**config.mk**
```make
export PLATFORM = sky130hd
export DESIGN_NAME = instCache
export DESIGN_NICKNAME = d
export VERILOG_FILES = /design/src/fetchPkg.sv /design/src/memCfgPkg.sv /design/src/instCache.sv /design/src/syncRam.sv
export SDC_FILE = /design/constraint.sdc
export NUM_CORES = 2
export LEC_CHECK = 0
export BUFFER_PORTS_ARGS = -buffer_cell sky130_fd_sc_hd__buf_2
export CAP_MARGIN = 20
export CORE_MARGIN = 2
export CORE_UTILIZATION = 50
export DETAILED_ROUTE_END_ITERATION = 6
export PLACE_DENSITY_LB_ADDON = 0.12
export SYNTH_ARGS = -nofsm -noshare
export SYNTH_HDL_FRONTEND = slang
export SYNTH_SLANG_ARGS = --single-unit
export TNS_END_PERCENT = 10
```
**constraint.sdc**
```tcl
create_clock -name SYSCLK -period 4.3 [get_ports SYSCLK]
set_input_delay 0.215 -clock SYSCLK [delete_from_list [all_inputs] [get_ports SYSCLK]]
set_output_delay 0.215 -clock SYSCLK [all_outputs]
set_load 0.005 [all_outputs]
```
**src/fetchPkg.sv**
```systemverilog
`default_nettype none

package fetchPkg;

  // Part that delivered a fetch result.
  typedef enum logic [1:0] {
    srcNone = 2'd0,
    srcWindow = 2'd1,
    srcCache = 2'd2,
    srcRefill = 2'd3
  } fetchSrcE;

  // Combiner FSM states.
  typedef enum logic [1:0] {
    stIdle = 2'd0,
    stLookup = 2'd1, // RAM results arrive.
    stWaitRefill = 2'd2
  } combStateE;

endpackage

`default_nettype wire

```
**src/memCfgPkg.sv**
```systemverilog
`default_nettype none

package memCfgPkg;

  localparam int AddrWidth = 32; // Byte address width.
  localparam int DataWidth = 32; // Instruction word width.

  // Byte lane bits below a word, ignored on every fetch path.
  localparam int ByteOffBits = 2;

endpackage

`default_nettype wire

```
**src/instCache.sv**
```systemverilog
`timescale 1ns/100ps
`default_nettype none

module instCache #(
  parameter int CacheIndexBits = 6
) (
  input wire SYSCLK,
  input wire arstN,
  input wire fetchReq,
  input wire [memCfgPkg::AddrWidth-1:0] fetchAddr,
  input wire flush,
  input wire refillWe,
  input wire [memCfgPkg::AddrWidth-1:0] refillAddr,
  input wire [memCfgPkg::DataWidth-1:0] refillData,
  output logic cacheHit,
  output logic cacheMiss,
  output logic [memCfgPkg::DataWidth-1:0] cacheData
);

  import memCfgPkg::*;
  import fetchPkg::*;

  localparam int Lines = 1 << CacheIndexBits;
  localparam int TagBits = AddrWidth - CacheIndexBits - ByteOffBits;

  logic [Lines-1:0] validQ;
  logic [CacheIndexBits-1:0] fetchIndex;
  logic [CacheIndexBits-1:0] refillIndex;
  logic [CacheIndexBits-1:0] ramIndex;
  logic [CacheIndexBits-1:0] reqIndex;
  logic [TagBits-1:0] reqTag;
  logic [TagBits-1:0] tagRd;
  logic ramCsN;
  logic tagMatch;
  fetchSrcE lookSrc;

  assign fetchIndex = fetchAddr[CacheIndexBits+ByteOffBits-1:ByteOffBits];
  assign refillIndex = refillAddr[CacheIndexBits+ByteOffBits-1:ByteOffBits];
  assign ramIndex = refillWe ? refillIndex : fetchIndex;
  assign ramCsN = !(fetchReq || refillWe);

  syncRam #(
    .Depth(Lines),
    .Width(TagBits)
  ) tagRam (
    .SYSCLK(SYSCLK),
    .addr(ramIndex),
    .we(refillWe),
    .re(fetchReq),
    .csN(ramCsN),
    .dataIn(refillAddr[AddrWidth-1:AddrWidth-TagBits]),
    .dataOut(tagRd)
  );

  syncRam #(
    .Depth(Lines),
    .Width(DataWidth)
  ) dataRam (
    .SYSCLK(SYSCLK),
    .addr(ramIndex),
    .we(refillWe),
    .re(fetchReq),
    .csN(ramCsN),
    .dataIn(refillData),
    .dataOut(cacheData)
  );

  always_ff @(posedge SYSCLK or negedge arstN) begin
    if (!arstN) begin
      validQ <= '0;
      lookSrc <= srcNone;
    end else begin
      lookSrc <= fetchReq ? srcCache : srcNone;
      if (flush) begin
        validQ <= '0;
      end else if (refillWe) begin
        validQ[refillIndex] <= 1'b1;
      end
    end
  end

  always_ff @(posedge SYSCLK) begin
    if (fetchReq) begin
      reqIndex <= fetchIndex;
      reqTag <= fetchAddr[AddrWidth-1:AddrWidth-TagBits];
    end
  end

  assign tagMatch = validQ[reqIndex] && (tagRd == reqTag);
  assign cacheHit = (lookSrc == srcCache) && tagMatch;
  assign cacheMiss = (lookSrc == srcCache) && !tagMatch;

  // Flush comes only while no lookup or refill is in flight.
  assert property (@(posedge SYSCLK) disable iff (!arstN)
    flush |-> (lookSrc != srcCache) && !refillWe);

endmodule

`default_nettype wire

```
**src/syncRam.sv**
```systemverilog
`timescale 1ns/100ps
`default_nettype none

module syncRam #(
  parameter int Depth = 64,
  parameter int Width = 32
) (
  input wire SYSCLK,
  input wire [$clog2(Depth)-1:0] addr,
  input wire we,
  input wire re,
  input wire csN,
  input wire [Width-1:0] dataIn,
  output logic [Width-1:0] dataOut
);

  logic [Width-1:0] mem [Depth];

  always_ff @(posedge SYSCLK) begin
    if (!csN && we) begin
      mem[addr] <= dataIn;
    end
    if (!csN && re) begin
      dataOut <= mem[addr]; // Holds the last word otherwise.
    end
  end

endmodule

`default_nettype wire

```
==> impl_results.md <==
* Max Fclk at 0.245 GHz
* WP data required at 4090 ps
* Vias after detailed routing at 82,300
* RSZ-0062 raised after global routing: no
* Worst skew pair latency at 960 ps
* CP startpoint kind: register
* Initial antenna violation count at 46
* Endpoints failing setup at 0
* DRC at 1
* R2R Setup Slk at 1780 ps
* Total Routing Usage GR at 0.347
* Vias in the first global route at 76,700
* Die ar. at 276,000 um^2
* Drt via density at 7.09
* Placed cell area at 145,000 um^2
* Largest family of logic cells by synthesized area: compound AO/OA/AOI/OAI gates
* #FFs+latches synth at 3,735
* Mux share of post-synthesis cell area at 0.0235
* RR Endpoint: dataRam.dataOut[30]$_DFFE_PP_
* Max_cap viols at 0
* Layout cells sized above 1 at 0.177
* Area grow syn2layout at 16.6%
* PortBufs at 130
* Final RePlAce weighted congestion at 0.821
* Status: finished with violations
* Worst-path clk slew at 60 ps
* Top FF cell, synth: edfxtp_1
* CTS Buf Count at 376
* Die Ht at 525 um
* FF-to-FF path depth at 5
* First-pass GRT wire length at 656 mm
* Syn Nets at 7,178
* DRT antenna net count at 0
* Pwr Density at 486 nW/um^2
* Post-synthesis adder-cell area fraction at 0
* Pre-CTS WS at 501 ps
* Fin crit period at 4090 ps
* CP endpoint: cacheHit
* Worst Slack Setup Final at 211 ps
* Largest net degree at the start of global routing at 77
* YS warnings at 0
* Clk sinks at 3,735
* Failing checks: DRC
* Mapped Cells at 7,077
* Root buffer selected by CTS: clkbuf_16
* Starting density of the core at 0.502
* Max Slew Vio Count at 0
* RR Startpoint: dataRam.mem[59][30]$_DFFE_PP_
* Post-synth EDFFs at 3,670
* Fin nets at 7,811
* Seq/Total Area, Yosys at 0.823
* CTS tree: done
* Worst Path Arrival at 3870 ps
* Detailed Route WL at 490 mm
* CTS Buffer Depth at 4
* Grt ovf at 0
* VDD IR-drop max at 0.365 mV
* Avg Cell Area, Syn at 19.2 um^2
* DRT iter0 DRCs at 14,900
* # H-tree levels at 5
* Core Box Area at 271,000 um^2
* Slew HR at 0.156
* Critical path origin: tagRam.dataOut[16]$_DFFE_PP_
* Worst-Margin Slew at 1260 ps
* XOR/XNOR Fraction of Synth Area at 0.00155
* Drt pass-1 iters at 7
* Endpoints failing hold at 0
* Compound-cell area share of the yosys netlist at 0.115
* Num ports at 135
* Post-DP HPWL at 258 mm
* FFs w/ async S/R, synth at 0.0174
* WL per Instance at 42.2 um
* Synth cell types at 61
* CP Capture Type: primary output
* Min-delay worst type: in2async
* Simple-Gate Fraction of Synth Area at 0.0194
* Cell row count at 191
* Crit Path Class: reg2out
* Setup TNS Final at 0 ps
* Clock Skew at 59.9 ps
* Leak Pwr at 49.0 nW
* Tcrit/Tclk final at 0.951
* Mapped Area at 136,000 um^2
* Die W at 525 um
* Final instance area at 158,000 um^2
* Crit-path max FO at 2
==> report_power, final <==
| part | total [mW] | internal (mW) | switching, mW |
|---|---|---|---|
| registers | 40.6 | 40.4 | 0.221 |
| logic | 4.06 | 1.21 | 2.85 |
| clock network | 32.3 | 18.2 | 14.1 |
| total | 77.0 | 59.8 | 17.1 |
==> sequential cells by signal (all words and copies together), names as in the netlist <==
| signal | cells |
|---|---|
| dataRam.dataOut | 32 |
| dataRam.mem | 2048 |
| lookSrc | 1 |
| reqIndex | 6 |
| reqTag | 24 |
| tagRam.dataOut | 24 |
| tagRam.mem | 1536 |
| validQ | 64 |
==> cells in the final DEF (no fill, tap or decap), types with 32 or more instances in the layout <==
cell | netlist | layout
dfrtp_1 | 65 | 65
dlygate4sd3_1 | 0 | 115
nand4_1 | 101 | 101
mux2_2 | 168 | 168
a222oi_1 | 170 | 170
a31oi_1 | 208 | 208
o21ai_0 | 63 | 63
a22oi_1 | 1270 | 1269
clkbuf_16 | 0 | 380
mux2i_1 | 90 | 88
nor2_4 | 0 | 63
a21oi_1 | 78 | 77
a22o_1 | 49 | 48
a41oi_1 | 123 | 123
clkinv_2 | 0 | 58
clkinv_1 | 0 | 99
buf_2 | 211 | 129
bufinv_16 | 0 | 32
buf_4 | 53 | 301
nor4_1 | 52 | 52
buf_12 | 0 | 174
nand3_1 | 38 | 38
nor2_1 | 196 | 131
edfxtp_1 | 3670 | 3670
clkbuf_1 | 162 | 71
==> area by class of cell <==
type / instances / area [um^2]
antenna: 22 / 55.1
timing repair buffer: 723 / 7610
sequential: 3735 / 112000
multi-input combinational: 2871 / 22400
fill: 20000 / 112000
clock buffer: 452 / 9790
inverter: 3 / 11.3
tap: 3570 / 4470
clock inverter: 233 / 2230
==> routing by layer <==
| metal | vias up | global-route usage | part of all wire |
|---|---|---|---|
| li1 | 31600 | - | - |
| met1 | 43500 | 0.504 | 0.38 |
| met2 | 6273 | 0.521 | 0.45 |
| met3 | 971 | 0.0709 | 0.13 |
| met4 | 10 | 0.133 | 0.043 |
| met5 | - | 0 | 0.00014 |
==> what timing repair did <==
| action | 4_1_cts | 5_1_grt |
|---|---|---|
| buffers inserted | 4 | 0 |
| resized for setup | 1 | 1 |
| pin swaps | 0 | 1 |
| endpoints found under the hold margin | 2234 | 550 |
| setup endpoints to repair | 2 | 1 |
| hold buffers | 106 | 9 |
==> Yosys cell counts, drive strengths merged, types with 2 or more instances <==
cell type  instances  area (um^2)
nand4            101          632
xnor2              8         70.1
nand2b             3         18.8
nand3             38          190
a31oi            208         1300
a221oi            26          228
a22o              49          429
xor2              16          140
mux2             172         1940
mux4              16          360
a32o               2         20.0
or2                9         56.3
and4               7         61.3
clkbuf           165          623
o22a              25          219
and4b              4         43.8
nor3              14         70.1
dfrtp             65         1630
nor4              52          325
a21oi             78          390
buf              303         1730
or4               19          143
nor2             196          736
edfxtp          3670       110000
or4b               2         20.0
nand4b             2         17.5
a41oi            123         1080
o221ai             4         35.0
a41o               6         60.1
a2111oi            4         35.0
inv                3         11.3
nor2b             12         75.1
nor4b              4         35.0
nand2             26         97.6
mux2i             90          901
a32oi              2         17.5
nor4bb             5         56.3
a222oi           170         1700
and3               3         18.8
a22oi           1270         9530
a31o              12          105
o21ai             64          320
o22ai             21          131
==> per-stage QoR <==
stage | hold WS [ps] | std cells | power (mW) | utilization
detailed placement | 69.9 | 10800 | 45.2 | 0.536
global placement | 68.6 | 10800 | 45.2 | 0.535
CTS | 2.37 | 11600 | 77.0 | 0.584
finish | 53.3 | 11600 | 77.0 | 0.585
floorplan | -80.6 | 7077 | 42.9 | -
global route | 85.6 | 11600 | 78.6 | 0.585
==> worst min-delay path by stage <==
| stage | to | slack, ps | cells past startpoint |
|---|---|---|---|
| floorplan | lookSrc[1]$_DFF_PN0_ | -80 | 0 |
| global placement | validQ[25]$_DFFE_PN0P_ | 70 | 1 |
| detailed placement | validQ[25]$_DFFE_PN0P_ | 70 | 1 |
| CTS | tagRam.mem[22][13]$_DFFE_PP_ | 2 | 1 |
| global route | tagRam.mem[22][13]$_DFFE_PP_ | 90 | 1 |
| finish | validQ[11]$_DFFE_PN0P_ | 50 | 3 |
==> worst max-delay path, stage by stage (launching register included) <==
cell	delay, ps
edfxtp_1	650
xor2_1	250
nor4_1	300
buf_4	240
nand4_1	570
a2111oi_4	620
and2_1	180
buf_2	110
==> cell families after synthesis <==
family	count (synthesis)
flip-flops	3735
AO/OA/AOI/OAI	2068
AND/OR/NAND/NOR	501
buffers and inverters	471
multiplexers	278
XOR/XNOR	24
(Power assumes the default switching activity.)
