--- src/fetchPkg.sv ---
`default_nettype none

package fetchPkg;

  // Part that delivered a fetch result.
  typedef enum logic [1:0] {
    srcNone = 2'd0,
    srcWindow = 2'd1,
    srcCache = 2'd2,
    srcRefill = 2'd3
  } fetchSrcE;

  // Combiner FSM states.
  typedef enum logic [1:0] {
    stIdle = 2'd0,
    stLookup = 2'd1, // RAM results arrive.
    stWaitRefill = 2'd2
  } combStateE;

endpackage

`default_nettype wire

--- src/memCfgPkg.sv ---
`default_nettype none

package memCfgPkg;

  localparam int AddrWidth = 32; // Byte address width.
  localparam int DataWidth = 32; // Instruction word width.

  // Byte lane bits below a word, ignored on every fetch path.
  localparam int ByteOffBits = 2;

endpackage

`default_nettype wire

--- src/fetchCombine.sv ---
`timescale 1ns/100ps
`default_nettype none

module fetchCombine (
  input wire SYSCLK,
  input wire arstN,
  input wire fetchReq,
  input wire [memCfgPkg::AddrWidth-1:0] fetchAddr,
  input wire winValid,
  input wire [memCfgPkg::DataWidth-1:0] winData,
  input wire cacheHit,
  input wire cacheMiss,
  input wire [memCfgPkg::DataWidth-1:0] cacheData,
  input wire refillValid,
  input wire [memCfgPkg::DataWidth-1:0] refillData,
  output logic fetchDone,
  output logic [memCfgPkg::DataWidth-1:0] fetchData,
  output fetchPkg::fetchSrcE fetchSrc,
  output logic missReq,
  output logic [memCfgPkg::AddrWidth-1:0] missAddr,
  output logic refillWe,
  output logic [memCfgPkg::AddrWidth-1:0] refillAddr,
  output logic busy
);

  import memCfgPkg::*;
  import fetchPkg::*;

  combStateE state;
  logic [AddrWidth-1:0] reqAddr;

  always_ff @(posedge SYSCLK or negedge arstN) begin
    if (!arstN) begin
      state <= stIdle;
      fetchDone <= 1'b0;
    end else begin
      fetchDone <= 1'b0;
      case (state)
        stIdle: begin
          if (fetchReq) begin
            state <= stLookup;
          end
        end
        stLookup: begin
          if (winValid || cacheHit) begin
            fetchDone <= 1'b1;
            state <= stIdle;
          end else if (cacheMiss) begin
            state <= stWaitRefill;
          end else begin
            state <= stIdle;
          end
        end
        stWaitRefill: begin
          if (refillValid) begin
            fetchDone <= 1'b1;
            state <= stIdle;
          end
        end
        default: state <= stIdle;
      endcase
    end
  end

  always_ff @(posedge SYSCLK) begin
    if (state == stIdle && fetchReq) begin
      reqAddr <= fetchAddr;
    end
    if (state == stLookup && winValid) begin
      fetchData <= winData; // Window wins over the cache.
      fetchSrc <= srcWindow;
    end else if (state == stLookup && cacheHit) begin
      fetchData <= cacheData;
      fetchSrc <= srcCache;
    end else if (refillWe) begin
      fetchData <= refillData;
      fetchSrc <= srcRefill;
    end
  end

  assign missReq = state == stWaitRefill;
  assign missAddr = reqAddr;
  assign refillWe = missReq && refillValid; // Cache line written on the same edge.
  assign refillAddr = reqAddr;
  assign busy = (state != stIdle) || fetchDone;

  assert property (@(posedge SYSCLK) disable iff (!arstN) fetchReq |-> !busy);

endmodule

`default_nettype wire

--- config.mk ---
export PLATFORM = sky130hd
export DESIGN_NAME = fetchCombine
export DESIGN_NICKNAME = d
export VERILOG_FILES = /design/src/fetchPkg.sv /design/src/memCfgPkg.sv /design/src/fetchCombine.sv
export SDC_FILE = /design/constraint.sdc
export NUM_CORES = 1
export LEC_CHECK = 0
export BUFFER_PORTS_ARGS = -buffer_cell sky130_fd_sc_hd__buf_2
export CAP_MARGIN = 20
export CORE_AREA = 2 2 93 95
export CTS_BUF_LIST = sky130_fd_sc_hd__clkbuf_2
export DETAILED_ROUTE_END_ITERATION = 8
export DIE_AREA = 0 0 95 97
export PLACE_DENSITY = 0.88
export SYNTH_ARGS = -nofsm -noshare
export SYNTH_HDL_FRONTEND = slang
export SYNTH_SLANG_ARGS = --single-unit
--- constraint.sdc ---
create_clock -name SYSCLK -period 3.5 [get_ports SYSCLK]
set_input_delay 0.175 -clock SYSCLK [delete_from_list [all_inputs] [get_ports SYSCLK]]
set_output_delay 0.175 -clock SYSCLK [all_outputs]
set_load 0.01 [all_outputs]
==> results.toml, run 1 <==
[flow_run]
drv_cap = 0

[drt]
drc = 0
drt.antenna.violating_nets = 0
wl_met2_um = 5680
viasPerCell = 4.63
met1_length_um = 3450
wl_met3_um = 1020
wire_per_inst_um = 16.2
drtIter0Drc = 65
wl_um = 10400
vias = 2977
highest_layer = "met4"
dr.pass1.iters = 7

[pwr]
power.static_leakage_nw = 2.56
ir_worst_vdd_v = 0.000254
power_density_nw_per_um2 = 616
total_power_mw = 3.23

[sta]
finalHoldViolations = 0
finalClockSkew_ns = 0.0173
setup_viol = 0
relSlewSlack_pct = 53.8
setup_tns_ns = 0
drv_slew = 0
fmax_mhz = 397
rsz0062_at_grt = "no"
worst_pin_slew_ns = 0.690
finalCritPeriodShare_pct = 72.0
period_minus_slack_ns = 2.52

[synth]
syn_inst = 235
synth_top_area_share_pct = 60.4
syn_nets = 376
yosys_warnings = 0
synth_top_area_cell = "edfxtp_1"
yosys-top-cells-area = "edfxtp_1 60%, mux2i_1 10%, buf_4 8.0%"
ys_types = 25
syn-cell-area_um2 = 3180
seq_area_frac_synth_pct = 64.0
syn_area_per_cell_um2 = 13.5
synth_seq_cells = 69

[grt]
grt_pass1_vias = 3066
grt_use_total_pct = 21.6
grt_overflow = 0
grt_pass1_wl_um = 14900
antenna_found_initial = 1
grt_max_degree = 67

[clock_network]
clock_latency_ns = 0.48
cts-buffers-inserted = 9
cts_tree = "built"
ctsLongestPathBuffers = 2
cts_num_sinks = 69
h-tree-depth = 3
post_cts_buffers = 0
clk_pin_slew_worst_paths_ns = 0.20
cts_root_buf = "clkbuf_2"

[floorplanning]
dieArea_um2 = 9220
core_region_area_um2 = 8130
pin_count = 237
row_count = 33
die_y_um = 97
start_util_pct = 39.1
die_w_um = 95

[place]
portBuffers = 236
place_inst = 537
dp_hpwl_um = 6910
place_congestion = 0.787

[worst_hold_path]
whs_path_depth = 3
hold_path.class = "in -> reg"
hold_start = "cacheData[17]"

[setup_path]
worstSetupEndpointType = "flip-flop"
r2r_start = "state[1]$_DFFE_PN0P_"
crit_path_max_incr_delay_ns = 0.64
reg2reg_depth = 5
worstSetupPathType = "reg -> reg"
crit_start = "state[1]$_DFFE_PN0P_"
required_ns = 3.75
cp_cell_sequence = "inv_1 > ha_1 > nand2_4 > nand3b_1 > buf_12"
worstPathArrival_ns = 2.77
worst_setup_path_start_kind = "flip-flop"
crit_fanout = 35
slowest_stage = "nand3b_1"

[status]
status = "complete, no violations"

[layout]
layout.nets = 673
syn_to_final_growth_pct = 65.1
stdcell_count = 643
drive_gt1_share_pct = 48.2
==> final cells by class <==
cell class / count / area [µm²]
multi-input cells: 118 / 790
clock buffers: 10 / 50.0
repair buffers: 328 / 2110
flip-flops and latches: 69 / 2040
well taps: 105 / 131
inverters: 6 / 22.5
fillers: 583 / 2880
clock inverters: 6 / 111
diodes: 1 / 2.50
==> metrics by stage <==
| step | util, % | hold WS, ns | setup slack (ns) | area, µm² |
|---|---|---|---|---|
| global route | 64.5 | 0.00223 | 0.805 | 5250 |
| floorplan | - | -0.121 | 1.11 | 3180 |
| detailed placement | 51.6 | -0.0182 | 0.960 | 4200 |
| global placement | 51.6 | -0.0269 | 1.11 | 4200 |
| CTS | 64.0 | 0.00254 | 0.914 | 5210 |
| finish | 64.6 | 0.0338 | 0.980 | 5250 |
==> per-layer routing <==
metal	GRT usage, %	up-vias
met3	8.02	22
li1	-	1404
met1	20.1	1381
met4	7.69	0
met2	41.7	170
met5	0	-
==> synthesized netlist by cell type, drive strengths merged <==
master  count
dfrtp       3
nand2      35
mux2        2
nand2b      2
edfxtp     64
inv         6
and2        2
o22ai       1
nor3        1
nand3b      1
clkbuf      2
a31oi       1
o21ai      33
dfxtp       2
mux2i      32
ha          6
a21o        1
buf        40
a21boi      1
==> final timing paths <==
path	to	slack (ns)
max	fetchData[12]$_DFFE_PP_	0.98
max reg2reg	fetchData[12]$_DFFE_PP_	0.98
min	fetchData[17]$_DFFE_PP_	0.03
min in group asynchronous	state[1]$_DFFE_PN0P_	0.54
max in group asynchronous	fetchDone$_DFF_PN0_	2.79
min reg2reg	fetchSrc[1]$_SDFFE_PP0P_	0.48
==> logic make-up after synthesis <==
logic type | after synthesis | synth area share, %
flops | 69 | 64.0
buf+inv | 48 | 11.1
simple gates | 41 | 5.63
compound gates | 37 | 6.06
mux | 34 | 10.8
fa+ha+maj | 6 | 2.36
==> cell usage in the layout (no fill, tap or decap), types with 2 or more instances in the layout <==
master         count
o21ai_0            6
nand2_1           34
dfxtp_1            2
nand2b_1           2
mux2_2             2
bufinv_16          3
inv_1              6
dfrtp_1            3
mux2i_1           32
o21ai_1           27
clkbuf_2          10
edfxtp_1          64
buf_4              2
ha_1               6
buf_2            236
dlygate4sd3_1     89
==> power by group <==
group | leakage (nW) | switching, mW | internal [mW]
Sequential | 0.667 | 0.0931 | 1.25
Combinational | 1.80 | 0.699 | 0.592
Clock | 0.0921 | 0.289 | 0.311
Total | 2.56 | 1.08 | 2.15
==> critical path, delay by kind of cell (launching register included) <==
family                   cells  cell delay (ns)
AND/OR/NAND/NOR              2             1.10
buffers and inverters        2             0.49
flip-flops                   1             0.45
adder cells (fa/ha/maj)      1             0.24
==> state kept, by name, summed over array words and instances, names as in the netlist <==
register   cells
fetchData     32
fetchDone      1
fetchSrc       2
missAddr      32
state          2
==> timing repair <==
| action | CTS | global route |
|---|---|---|
| hold buffers | 85 | 4 |
| resized for setup | 0 | 0 |
| endpoints found under the hold margin | 68 | 3 |
Note: power is estimated with default switching activity, not from simulation.
==> run 2, diff against run 1 <==
==> constraint.sdc (replaced) <==
create_clock -name SYSCLK -period 2.6 [get_ports SYSCLK]
set_input_delay 0.13 -clock SYSCLK [delete_from_list [all_inputs] [get_ports SYSCLK]]
set_output_delay 0.13 -clock SYSCLK [all_outputs]
set_load 0.01 [all_outputs]
==> results.toml, run 2 (same netlist as run 1, synthesis figures left out) <==
[grt]
grt_max_degree = 55
grt_pass1_vias = 3219
antenna_found_initial = 0
grt_overflow = 0
grt_pass1_wl_um = 15300
grt_use_total_pct = 22.2

[clock_network]
post_cts_buffers = 0
cts-buffers-inserted = 9
cts_tree = "built"
clock_latency_ns = 0.46
h-tree-depth = 3
cts_root_buf = "clkbuf_2"
cts_num_sinks = 69
clk_pin_slew_worst_paths_ns = 0.21
ctsLongestPathBuffers = 2

[setup_path]
crit_fanout = 19
required_ns = 2.86
crit_path_max_incr_delay_ns = 0.58
critPathTopFamily = "buffers and inverters"
cp_cell_sequence = "inv_1 > ha_1 > nand2_8 > buf_6 > mux2i_1 > o21ai_1 > dlygate4sd3_1"
worstSetupPathType = "reg -> reg"
worst_setup_path_start_kind = "flip-flop"
critical_path_buf_inv_count = 3
worstSetupEndpointType = "flip-flop"
slowest_stage = "dlygate4sd3_1"
worstPathArrival_ns = 2.69

[drt]
wire_per_inst_um = 16.5
drc = 0
drt.antenna.violating_nets = 0
wl_um = 10700
drtIter0Drc = 55
dr.pass1.iters = 4
viasPerCell = 4.63
vias = 3018

[sta]
relSlewSlack_pct = 72.1
worst_pin_slew_ns = 0.418
period_minus_slack_ns = 2.43
finalClockSkew_ns = 0.0230
setup_viol = 0
drv_slew = 0
finalCritPeriodShare_pct = 93.4
finalHoldViolations = 0
fmax_mhz = 412
rsz0062_at_grt = "no"
setup_tns_ns = 0

[pwr]
power.static_leakage_nw = 2.58
total_power_mw = 4.22
power_density_nw_per_um2 = 795
ir_worst_vdd_v = 0.000358

[floorplanning]
row_count = 33
die_y_um = 97
dieArea_um2 = 9220
die_w_um = 95
start_util_pct = 39.1
core_region_area_um2 = 8130
pin_count = 237

[layout]
final_common_cell = "buf_2"
n_fill_cell = 581
postLayoutCoreUtil_pct = 65.3
syn_to_final_growth_pct = 66.9
seq_area_um2 = 2040
insertedDiodeCount = 0
multi_input_area_um2 = 798
layout.nets = 684
drive_gt1_share_pct = 47.3
layout_common_cells = "236 x buf_2, 99 x dlygate4sd3_1, 64 x edfxtp_1, 34 x nand2_1, 32 x mux2i_1"

[place]
dp_hpwl_um = 6930
portBuffers = 236
place_congestion = 0.827

[status]
status = "complete, no violations"

[flow_run]
drv_cap = 0

[worst_hold_path]
hold_path.class = "in -> reg"
[run 2: through the flow]
| step | area, µm² | cells | hold slack [ns] | setup WS [ns] |
|---|---|---|---|---|
| floorplan | 3180 | 235 | -0.166 | 0.208 |
| global placement | 4190 | 538 | -0.0718 | 0.743 |
| detailed placement | 4190 | 538 | -0.0643 | 0.606 |
| CTS | 5270 | 650 | 0.00111 | 0.0488 |
| global route | 5310 | 652 | 0.0221 | 0.00999 |
| finish | 5310 | 652 | 0.0701 | 0.172 |
[run 2: path summary, 6_finish.rpt]
path                            cells after the start                startpoint                        to  slack (ns)
min in group asynchronous                           3                     arstN      state[0]$_DFFE_PN0P_        0.55
worst min-delay path                                3            refillData[29]   fetchData[29]$_DFFE_PP_        0.07
worst max register to register                      7      state[1]$_DFFE_PN0P_   fetchData[23]$_DFFE_PP_        0.17
max in group asynchronous                           3                     arstN       fetchDone$_DFF_PN0_        1.87
worst max-delay path                                7      state[1]$_DFFE_PN0P_   fetchData[23]$_DFFE_PP_        0.17
worst min register to register                      2  fetchSrc[1]$_SDFFE_PP0P_  fetchSrc[1]$_SDFFE_PP0P_        0.49
[run 2: worst reg2reg max path, stage by stage, from the launching register on]
cell and delay, ns:
dfrtp_1 0.43, inv_1 0.11, ha_1 0.27, nand2_8 0.20, buf_6 0.27, mux2i_1 0.26
o21ai_1 0.09, dlygate4sd3_1 0.58
[run 2: layout make-up]
cell class / count / share of cell area [%]
repair buffers: 339 / 41.6
clock buffers: 9 / 0.848
well taps: 105 / 2.47
multi-input cells: 118 / 15.0
inverters: 6 / 0.424
flip-flops and latches: 69 / 38.4
clock inverters: 6 / 1.23
[run 2: power breakdown]
group | total [mW] | switching [mW] | leakage, nW | internal, mW
clock network | 0.592 | 0.375 | 0.0677 | 0.217
registers | 1.81 | 0.123 | 0.667 | 1.68
logic | 1.82 | 0.965 | 1.84 | 0.859
[run 2: per-layer routing]
layer | share of wire [%] | global-route usage [%] | vias to the layer above
li1 | - | - | 1419
met1 | 33 | 19.9 | 1395
met2 | 54 | 43.2 | 178
met3 | 10 | 8.88 | 26
met4 | 2.4 | 7.80 | 0
met5 | 0 | 0 | -
[run 2: what timing repair did]
item                                   in CTS  in global routing
gates resized for setup                     0                  3
setup endpoints to repair                   0                 17
endpoints found under the hold margin      69                  1
hold buffers                               97                  2
